## config.mk

```make
export PLATFORM = sky130hd
export DESIGN_NAME = adc_capture_top
export DESIGN_NICKNAME = d
export VERILOG_FILES = /design/src/rtl/wb_pkg.sv /design/src/rtl/capture_pkg.sv /design/src/rtl/window_if.sv /design/src/rtl/adc_capture_top.sv /design/src/rtl/wb_readout.sv /design/src/rtl/window_store.sv /design/src/rtl/record_ram.sv /design/src/rtl/trigger_capture.sv
export SDC_FILE = /design/constraint.sdc
export NUM_CORES = 2
export LEC_CHECK = 0
export BUFFER_PORTS_ARGS = -buffer_cell sky130_fd_sc_hd__buf_4
export CORE_ASPECT_RATIO = 0.8
export CORE_MARGIN = 4
export CORE_UTILIZATION = 45
export DETAILED_ROUTE_END_ITERATION = 7
export SYNTH_ARGS = -nofsm -noshare
export SYNTH_HDL_FRONTEND = slang
export SYNTH_MEMORY_MAX_BITS = 65536
export SYNTH_SLANG_ARGS = --single-unit
```

## constraint.sdc

```tcl
create_clock -name ADA_DCO -period 6.45 [get_ports ADA_DCO]
set_input_delay 0.9675 -clock ADA_DCO [delete_from_list [all_inputs] [get_ports ADA_DCO]]
set_output_delay 0.9675 -clock ADA_DCO [all_outputs]
set_load 0.005 [all_outputs]
```

## src/rtl/wb_pkg.sv

```systemverilog
package wb_pkg;

    ////////////////////
    // bus widths
    ////////////////////

    localparam int WB_ADR_W = 8;                // word address
    localparam int WB_DAT_W = 32;

    typedef logic [WB_ADR_W-1:0] wb_adr_t;
    typedef logic [WB_DAT_W-1:0] wb_dat_t;

    ////////////////////
    // register map
    ////////////////////

    localparam wb_adr_t WINDOW_BASE = 8'h00;    // words 0..31 of oldest window
    localparam wb_adr_t REG_STAMP = 8'h20;      // stamp of oldest window
    localparam wb_adr_t REG_COUNT = 8'h21;      // windows held
    localparam wb_adr_t REG_POP = 8'h22;        // write releases oldest window

    localparam wb_dat_t EMPTY_WORD = '1;        // returned while ring is empty

endpackage

```

## src/rtl/capture_pkg.sv

```systemverilog
package capture_pkg;

    ////////////////////
    // converter samples
    ////////////////////

    typedef logic signed [13:0] adc_sample_t;   // raw 14-bit two's complement
    typedef logic [31:0] sample_pair_t;         // {2'b0, b, 2'b0, a}
    typedef logic [25:0] stamp_t;               // free-running sample count

    ////////////////////
    // window geometry
    ////////////////////

    localparam int PRE_LEN = 4;                 // history pairs ahead of trigger
    localparam int POST_LEN = 28;               // trigger pair plus 27 more
    localparam int WINDOW_LEN = 32;             // words per stored window

    typedef logic [4:0] word_offset_t;          // index within one window

    // channel a fires when strictly below -TRIG_THRESHOLD
    localparam int TRIG_THRESHOLD = 5800;

    // each channel zero-extended into its own 16-bit half
    function automatic sample_pair_t pack_pair(adc_sample_t a, adc_sample_t b);
        return {2'b00, b, 2'b00, a};
    endfunction

endpackage
```

## src/rtl/window_if.sv

```systemverilog
`timescale 1ns/1ps

////////////////////
// capture -> store
////////////////////

interface window_wr_if;
    import capture_pkg::*;

    logic wr_en;                                // write wr_word this edge
    word_offset_t wr_offset;                    // position inside current slot
    sample_pair_t wr_word;
    logic commit;                               // closes the slot, one cycle
    stamp_t stamp;                              // stored with commit
    logic full;                                 // ring has no free slot

    modport producer (output wr_en, wr_offset, wr_word, commit, stamp, input full);
    modport store (input wr_en, wr_offset, wr_word, commit, stamp, output full);
endinterface

////////////////////
// store -> readout
////////////////////

interface window_rd_if #(
    parameter int num_windows = 4
);
    import capture_pkg::*;

    word_offset_t rd_offset;                    // word of oldest slot to fetch
    logic pop;                                  // release oldest slot
    sample_pair_t rd_word;                      // one cycle after rd_offset
    stamp_t rd_stamp;
    logic [$clog2(num_windows + 1)-1:0] count;  // filled slots

    modport store (input rd_offset, pop, output rd_word, rd_stamp, count);
    modport reader (output rd_offset, pop, input rd_word, rd_stamp, count);
endinterface

```

## src/rtl/adc_capture_top.sv

```systemverilog
`timescale 1ns/1ps

module adc_capture_top #(
    parameter int num_windows = 4
) (
    input  logic                     ADA_DCO,
    input  logic                     hps_fpga_reset_n,
    input  capture_pkg::adc_sample_t ada_d,
    input  capture_pkg::adc_sample_t adb_d,
    input  logic                     wb_cyc,
    input  logic                     wb_stb,
    input  logic                     wb_we,
    input  wb_pkg::wb_adr_t          wb_adr,
    input  wb_pkg::wb_dat_t          wb_dat_w,
    output wb_pkg::wb_dat_t          wb_dat_r,
    output logic                     wb_ack,
    output logic                     window_ready
);

    window_wr_if wr_bus ();                                 // capture -> store
    window_rd_if #(.num_windows(num_windows)) rd_bus ();    // store -> readout

    trigger_capture u_capture (
        .ADA_DCO          (ADA_DCO),
        .hps_fpga_reset_n (hps_fpga_reset_n),
        .ada_d            (ada_d),
        .adb_d            (adb_d),
        .wr               (wr_bus.producer)
    );

    window_store #(.num_windows(num_windows)) u_store (
        .ADA_DCO          (ADA_DCO),
        .hps_fpga_reset_n (hps_fpga_reset_n),
        .wr               (wr_bus.store),
        .rd               (rd_bus.store)
    );

    wb_readout #(.num_windows(num_windows)) u_readout (
        .ADA_DCO          (ADA_DCO),
        .hps_fpga_reset_n (hps_fpga_reset_n),
        .wb_cyc           (wb_cyc),
        .wb_stb           (wb_stb),
        .wb_we            (wb_we),
        .wb_adr           (wb_adr),
        .wb_dat_w         (wb_dat_w),
        .wb_dat_r         (wb_dat_r),
        .wb_ack           (wb_ack),
        .window_ready     (window_ready),
        .rd               (rd_bus.reader)
    );

endmodule

```

## src/rtl/wb_readout.sv

```systemverilog
`timescale 1ns/1ps

module wb_readout #(
    parameter int num_windows = 4
) (
    input  logic             ADA_DCO,
    input  logic             hps_fpga_reset_n,
    input  logic             wb_cyc,
    input  logic             wb_stb,
    input  logic             wb_we,
    input  wb_pkg::wb_adr_t  wb_adr,
    input  wb_pkg::wb_dat_t  wb_dat_w,
    output wb_pkg::wb_dat_t  wb_dat_r,
    output logic             wb_ack,
    output logic             window_ready,
    window_rd_if.reader      rd
);
    import wb_pkg::*;
    import capture_pkg::*;

    logic req;                                  // new request, not yet acked
    logic win_hit;                              // address inside window span
    logic empty;
    logic pop_q;

    assign req = wb_cyc && wb_stb && !wb_ack;
    assign win_hit = (wb_adr - WINDOW_BASE) < wb_adr_t'(WINDOW_LEN);
    assign empty = (rd.count == '0);
    assign window_ready = !empty;

    // ram address follows bus address, word ready at ack
    assign rd.rd_offset = word_offset_t'(wb_adr - WINDOW_BASE);
    assign rd.pop = pop_q;

    ////////////////////
    // ack and pop
    ////////////////////

    // pop data value carries no meaning, any write releases
    always_ff @(posedge ADA_DCO or negedge hps_fpga_reset_n)
    begin
        if (!hps_fpga_reset_n)
        begin
            wb_ack <= 1'b0;
            pop_q <= 1'b0;
        end
        else
        begin
            wb_ack <= req;                      // fixed one-cycle latency
            pop_q <= req && wb_we && (wb_adr == REG_POP);
        end
    end

    ////////////////////
    // read mux
    ////////////////////

    always_comb
    begin
        if (win_hit)
            wb_dat_r = empty ? EMPTY_WORD : wb_dat_t'(rd.rd_word);
        else if (wb_adr == REG_STAMP)
            wb_dat_r = empty ? EMPTY_WORD : wb_dat_t'(rd.rd_stamp);   // zero-extended
        else if (wb_adr == REG_COUNT)
            wb_dat_r = wb_dat_t'(rd.count);
        else
            wb_dat_r = '0;                      // unmapped
    end

endmodule

```

## src/rtl/window_store.sv

```systemverilog
`timescale 1ns/1ps

module window_store #(
    parameter int num_windows = 4
) (
    input  logic        ADA_DCO,
    input  logic        hps_fpga_reset_n,
    window_wr_if.store  wr,
    window_rd_if.store  rd
);
    import capture_pkg::*;

    localparam int slot_w = $clog2(num_windows);
    localparam int cnt_w = $clog2(num_windows + 1);
    localparam int word_aw = $clog2(num_windows * WINDOW_LEN);

    logic [slot_w-1:0] wr_slot;                 // slot being filled
    logic [slot_w-1:0] rd_slot;                 // oldest filled slot
    logic [cnt_w-1:0] fill;
    logic do_pop;

    assign do_pop = rd.pop && (fill != '0);     // pop on empty ring is dropped
    assign wr.full = (fill == cnt_w'(num_windows));
    assign rd.count = fill;

    ////////////////////
    // pointers and fill
    ////////////////////

    always_ff @(posedge ADA_DCO or negedge hps_fpga_reset_n)
    begin
        if (!hps_fpga_reset_n)
        begin
            wr_slot <= '0;
            rd_slot <= '0;
            fill <= '0;
        end
        else
        begin
            if (wr.commit)
                wr_slot <= (wr_slot == slot_w'(num_windows - 1)) ? '0 : wr_slot + 1'b1;
            if (do_pop)
                rd_slot <= (rd_slot == slot_w'(num_windows - 1)) ? '0 : rd_slot + 1'b1;
            case ({wr.commit, do_pop})
                2'b10: fill <= fill + 1'b1;
                2'b01: fill <= fill - 1'b1;
                default: fill <= fill;          // both or neither, no change
            endcase
        end
    end

    ////////////////////
    // storage
    ////////////////////

    // word address is {slot, offset}
    record_ram #(
        .entry_t (sample_pair_t),
        .depth   (num_windows * WINDOW_LEN)
    ) u_words (
        .ADA_DCO (ADA_DCO),
        .we      (wr.wr_en),
        .waddr   (word_aw'({wr_slot, wr.wr_offset})),
        .wdata   (wr.wr_word),
        .raddr   (word_aw'({rd_slot, rd.rd_offset})),
        .rdata   (rd.rd_word)
    );

    record_ram #(
        .entry_t (stamp_t),
        .depth   (num_windows)
    ) u_stamps (
        .ADA_DCO (ADA_DCO),
        .we      (wr.commit),                   // one stamp per closed window
        .waddr   (wr_slot),
        .wdata   (wr.stamp),
        .raddr   (rd_slot),
        .rdata   (rd.rd_stamp)
    );

endmodule

```

## src/rtl/record_ram.sv

```systemverilog
`timescale 1ns/1ps

module record_ram #(
    parameter type entry_t = logic [31:0],
    parameter int depth = 128
) (
    input  logic                     ADA_DCO,
    input  logic                     we,
    input  logic [$clog2(depth)-1:0] waddr,
    input  entry_t                   wdata,
    input  logic [$clog2(depth)-1:0] raddr,
    output entry_t                   rdata
);

    entry_t mem [depth];                        // inferred block ram

    // one write port, registered read port
    always_ff @(posedge ADA_DCO)
    begin
        if (we)
            mem[waddr] <= wdata;
        rdata <= mem[raddr];                    // old data on same-address collision
    end

endmodule

```

## src/rtl/trigger_capture.sv

```systemverilog
`timescale 1ns/1ps

module trigger_capture (
    input  logic                    ADA_DCO,
    input  logic                    hps_fpga_reset_n,
    input  capture_pkg::adc_sample_t ada_d,
    input  capture_pkg::adc_sample_t adb_d,
    window_wr_if.producer           wr
);
    import capture_pkg::*;

    typedef enum logic [1:0]
    {
        ST_ARMED,                               // shifting history, watching ch a
        ST_POST,                                // storing post-trigger pairs
        ST_HIST                                 // flushing frozen history
    } phase_t;

    localparam int hist_w = $clog2(PRE_LEN);

    phase_t phase;
    word_offset_t cnt;                          // next offset in post and hist phases
    sample_pair_t hist [PRE_LEN];               // [0] is oldest
    stamp_t sample_cnt;                         // counts every edge after reset
    stamp_t stamp_q;                            // count at trigger edge
    sample_pair_t live_pair;
    logic trig_hit;

    assign live_pair = pack_pair(ada_d, adb_d);

    // only a non-full ring lets the trigger through
    assign trig_hit = (phase == ST_ARMED) && !wr.full
                      && (int'(ada_d) < -TRIG_THRESHOLD);

    assign wr.stamp = stamp_q;

    ////////////////////
    // write sequencing
    ////////////////////

    always_comb
    begin
        wr.wr_en = 1'b0;
        wr.wr_offset = cnt;
        wr.wr_word = live_pair;                 // live sample unless flushing history
        wr.commit = 1'b0;
        case (phase)
            ST_ARMED:
            begin
                wr.wr_en = trig_hit;            // trigger pair lands right after history
                wr.wr_offset = word_offset_t'(PRE_LEN);
            end
            ST_POST:
            begin
                wr.wr_en = 1'b1;
            end
            ST_HIST:
            begin
                wr.wr_en = 1'b1;
                wr.wr_word = hist[cnt[hist_w-1:0]];
                wr.commit = (cnt == word_offset_t'(PRE_LEN - 1));   // last history word
            end
            default:
            begin
                wr.wr_en = 1'b0;
            end
        endcase
    end

    ////////////////////
    // phase and history
    ////////////////////

    always_ff @(posedge ADA_DCO or negedge hps_fpga_reset_n)
    begin
        if (!hps_fpga_reset_n)
        begin
            phase <= ST_ARMED;
            cnt <= '0;
            sample_cnt <= '0;
            for (int i = 0; i < PRE_LEN; i++)
            begin
                hist[i] <= '0;
            end
        end
        else
        begin
            sample_cnt <= sample_cnt + 1'b1;    // free running, wraps
            case (phase)
                ST_ARMED:
                begin
                    if (trig_hit)
                    begin
                        phase <= ST_POST;
                        cnt <= word_offset_t'(PRE_LEN + 1);
                    end
                    else
                    begin
                        for (int i = 0; i < PRE_LEN - 1; i++)
                        begin
                            hist[i] <= hist[i + 1];
                        end
                        hist[PRE_LEN - 1] <= live_pair;     // newest at the top
                    end
                end
                ST_POST:
                begin
                    if (cnt == word_offset_t'(PRE_LEN + POST_LEN - 1))
                    begin
                        phase <= ST_HIST;
                        cnt <= '0;              // history goes to offsets 0..3
                    end
                    else
                    begin
                        cnt <= cnt + 1'b1;
                    end
                end
                ST_HIST:
                begin
                    if (cnt == word_offset_t'(PRE_LEN - 1))
                        phase <= ST_ARMED;      // rearm next edge
                    else
                        cnt <= cnt + 1'b1;
                end
                default:
                begin
                    phase <= ST_ARMED;
                end
            endcase
        end
    end

    // trigger-edge count held until the window commits
    always_ff @(posedge ADA_DCO)
    begin
        if (trig_hit)
            stamp_q <= sample_cnt;
    end

endmodule

```

==> results.cfg <==
[timing]
slew_headroom_pct = 12.6
fin_tns_setup_ns = 0
period_needed_ns = 4.91
finClkSkew_ns = 0.0901
grt_setup_unrepaired = false
slew_violations = 0
tightest_slew_ns = 1.31
hold_violations = 0
fmax_ghz = 0.204
finalCritPeriodShare_pct = 76.1
hold_ws_ns = 0.189
setup_viol = 0

[yosys]
synth_cells = 7459
yosysTopAreaCell = edfxtp_1
synth_edf_count = 3714
yosys-top-cells-count = edfxtp_1 (3,714), mux4_2 (614), mux2i_1 (548)
synthArstFlopShare_pct = 3.93
yosys.cell_types.count = 69
yosys_warnings = 0
synth_nets = 7546
syn_area_mm2 = 0.152
synth_area_leaders = edfxtp_1 (73%), mux4_2 (9.1%), mux2i_1 (3.6%)
yosysMostFrequentCell = edfxtp_1
netlist.area_leader.share_pct = 73.4
ys_seq_area_share_pct = 76.7
synth-seq-cells = 3922
synth_flop_cell = edfxtp_1
syn_avg_cell_area_um2 = 20.4

[grt]
grtUsageMet3_pct = 6.03
grt_pass1_vias = 74600
grt_use_met1_pct = 34.2
antenna_found_initial = 26
grt_usage_pct = 22.8
grt-busiest-layer = met1
met2_usage_pct = 32.9
grt_max_degree = 154
grt_pass1_wl_mm = 566
grt_overflow_total = 0

[worst_setup_path]
end_kind = output pin
worstReg2RegStart = u_capture.phase[0]$_DFFE_PN0P_
required_ns = 5.48
critPathLaunch = wb_adr[4]
path_cells = buf_6 > nor4b_2 > and4bb_2 > nor2_2 > nor2_4 > buf_4 > a221o_1 > buf_4
endpoint = wb_dat_r[12]
cp.depth = 8
worst-setup-path-type = in2out
arrival_ns = 3.94
cpPeakStageDelay_ns = 0.68
crit_path_frequent_cell = buf_4
r2r_cells = 10
cpLargestDelayFamily = simple AND/OR/NAND/NOR gates
path_max_fanout = 22
ff2ff_setup_slack_ns = 1.91
crit_path_start_kind = primary input
r2r_end = u_store.u_words.mem[13][26]$_DFFE_PP_
crit_buf_inv = 3
slowest_stage = and4bb_2

[detailed_routing]
drt-total-wl_mm = 404
num_vias = 76200
firstDrtPassIters = 6
wl_per_cell_um = 32.1
viasPerCell = 6.06
antenna_left = 0
drc = 0
drt_iter0_drc = 9903

[place]
port_buffers = 74
hpwlAfterDp_mm = 228
gp_congestion = 0.897

[clock_network]
htree_levels = 5
cts-root-buf = clkbuf_16
cts_sinks = 3922
tritoncts = built
insertion_delay_ns = 0.93
numCtsBuffers = 386
post_cts_buffers = 0
clk_pin_slew_ns = 0.06
post_cts_resized = 0
cts_hold_buf = 0
clockBufferDepth = 4

[power_and_ir_drop]
combPwrFrac_pct = 7.3
seq_power_share_pct = 52.2
p_per_area_mw_per_mm2 = 320
clockPowerShare_pct = 40.5
p_switching_mw = 12.2
peakVddDrop_v = 0.000234
netSwitchingFraction_pct = 22.3
internal-power_mw = 42.8
leakagePower_nw = 55.7

[outcome]
status = complete, no violations

[job]
maxCapViolations = 0

[final_layout]
drive_above_1_share_pct = 25.1
fin_nets = 7816
synthToLayoutAreaGrowth_pct = 13.1
nFillCells = 26200

[floorplanning]
core_mm2 = 0.335
die_h_um = 528
start_util_pct = 45.3
die_area_mm2 = 0.347
rows = 190
io_pins = 107
fp.dieW_um = 658

[hold_path]
holdCritPathClass = in2async
[registers in the layout, summed over array words and instances, names as in the netlist]
| signal | flops |
|---|---|
| u_store.u_stamps.rdata | 26 |
| u_store.wr_slot | 2 |
| u_store.rd.count | 3 |
| u_capture.wr.stamp | 26 |
| u_readout.wb_ack | 1 |
| u_capture.phase | 2 |
| u_capture.cnt | 5 |
| u_store.rd_slot | 2 |
| u_store.u_stamps.mem | 104 |
| u_readout.rd.pop | 1 |
| u_store.u_words.rdata | 28 |
| u_capture.sample_cnt | 26 |
| u_store.u_words.mem | 3584 |
| u_capture.hist | 112 |
[cell families (layout without fill, tap and decap cells)]
group                      after synthesis  after routing  share of synthesized area, %
adders and majority gates               14             14                         0.120
other                                    0              7                             0
xor gates and xnor gates                27             27                         0.156
and+or+nand+nor                        808            808                          2.54
DFF                                   3922           3922                          76.7
buffers and inverters                  460           1049                          1.60
muxes                                 1524           1524                          15.4
AOI/OAI and AO/OA                      704            704                          3.52
[through the flow]
stage	area (µm²)	power [mW]	std cells	setup slack (ns)	utilization (%)
4_1_cts	172000	55.3	12600	1.60	51.2
3_3_place_gp	159000	33.1	11900	1.62	47.5
6_report	172000	55.0	12600	1.54	51.2
2_1_floorplan	152000	31.7	7459	1.64	-
5_1_grt	172000	56.7	12600	1.38	51.2
3_5_place_dp	159000	33.3	11900	1.61	47.5
[layout make-up]
class	instances	area (µm²)	area share (%)
tap	4512	5650	3.29
timing repair buffer	321	2830	1.65
antenna	7	17.5	0.0102
clock inverter	222	2100	1.22
clock buffer	485	10300	6.01
multi-input combinational	3077	34300	20.0
sequential	3922	116000	67.8
inverter	21	78.8	0.0459
[placed cells by master, fill, tap and decap left out, types with 30 or more instances in the layout]
cell type and n:
mux2i_1 548, nor2_2 36, nand2_1 221, a21oi_1 88, clkbuf_16 396, a211oi_1 77
nand3_1 55, mux4_2 614, clkinv_1 71, a22oi_1 139, nor2_4 66, bufinv_16 36
clkinv_2 88, o22ai_1 46, edfxtp_1 3714, nor3_2 33, nor2_1 129, clkbuf_1 80
dfxtp_1 54, nor4_1 30, dfrtp_1 151, mux2_2 334, nor2b_1 88, o21ai_0 30
o311ai_0 32, and3_1 64, nand4_1 35, buf_12 30, buf_4 285, a221oi_1 41
[worst reg2reg max path, delay by kind of cell (launching register included)]
family,cells,cell delay [ns]
and+or+nand+nor,2,1.22
adders and majority gates,1,0.16
AOI/OAI and AO/OA,3,1.34
DFF,1,0.41
buffers and inverters,4,1.11
[power by group through the flow]
stage / registers [mW] / clock network, mW / logic (mW)
3_5_place_dp: 29.2 / 0 / 4.03
4_1_cts: 28.7 / 22.6 / 4.04
3_3_place_gp: 29.2 / 0 / 3.93
6_report: 28.7 / 22.3 / 4.03
2_1_floorplan: 29.1 / 0 / 2.57
5_1_grt: 28.7 / 23.7 / 4.26
[worst min-delay path by stage]
stage / slack [ns] / startpoint / endpoint / depth (start not counted)
floorplan: 0.42 / u_capture.sample_cnt[24]$_DFF_PN0_ / u_capture.wr.stamp[24]$_DFFE_PP_ / 0
global placement: 0.44 / u_capture.sample_cnt[24]$_DFF_PN0_ / u_capture.wr.stamp[24]$_DFFE_PP_ / 0
detailed placement: 0.43 / u_capture.sample_cnt[24]$_DFF_PN0_ / u_capture.wr.stamp[24]$_DFFE_PP_ / 0
CTS: 0.19 / hps_fpga_reset_n / u_capture.sample_cnt[22]$_DFF_PN0_ / 1
global route: 0.24 / hps_fpga_reset_n / u_capture.hist[61]$_DFFE_PN0P_ / 1
finish: 0.19 / hps_fpga_reset_n / u_capture.hist[61]$_DFFE_PN0P_ / 1
[per-layer routing]
metal | vias to the layer above | part of all wire [%]
li1 | 31300 | -
met4 | 4 | 3.1
met3 | 534 | 10
met5 | - | 0.0052
met1 | 40800 | 43
met2 | 3480 | 44
(Power assumes the default switching activity.)
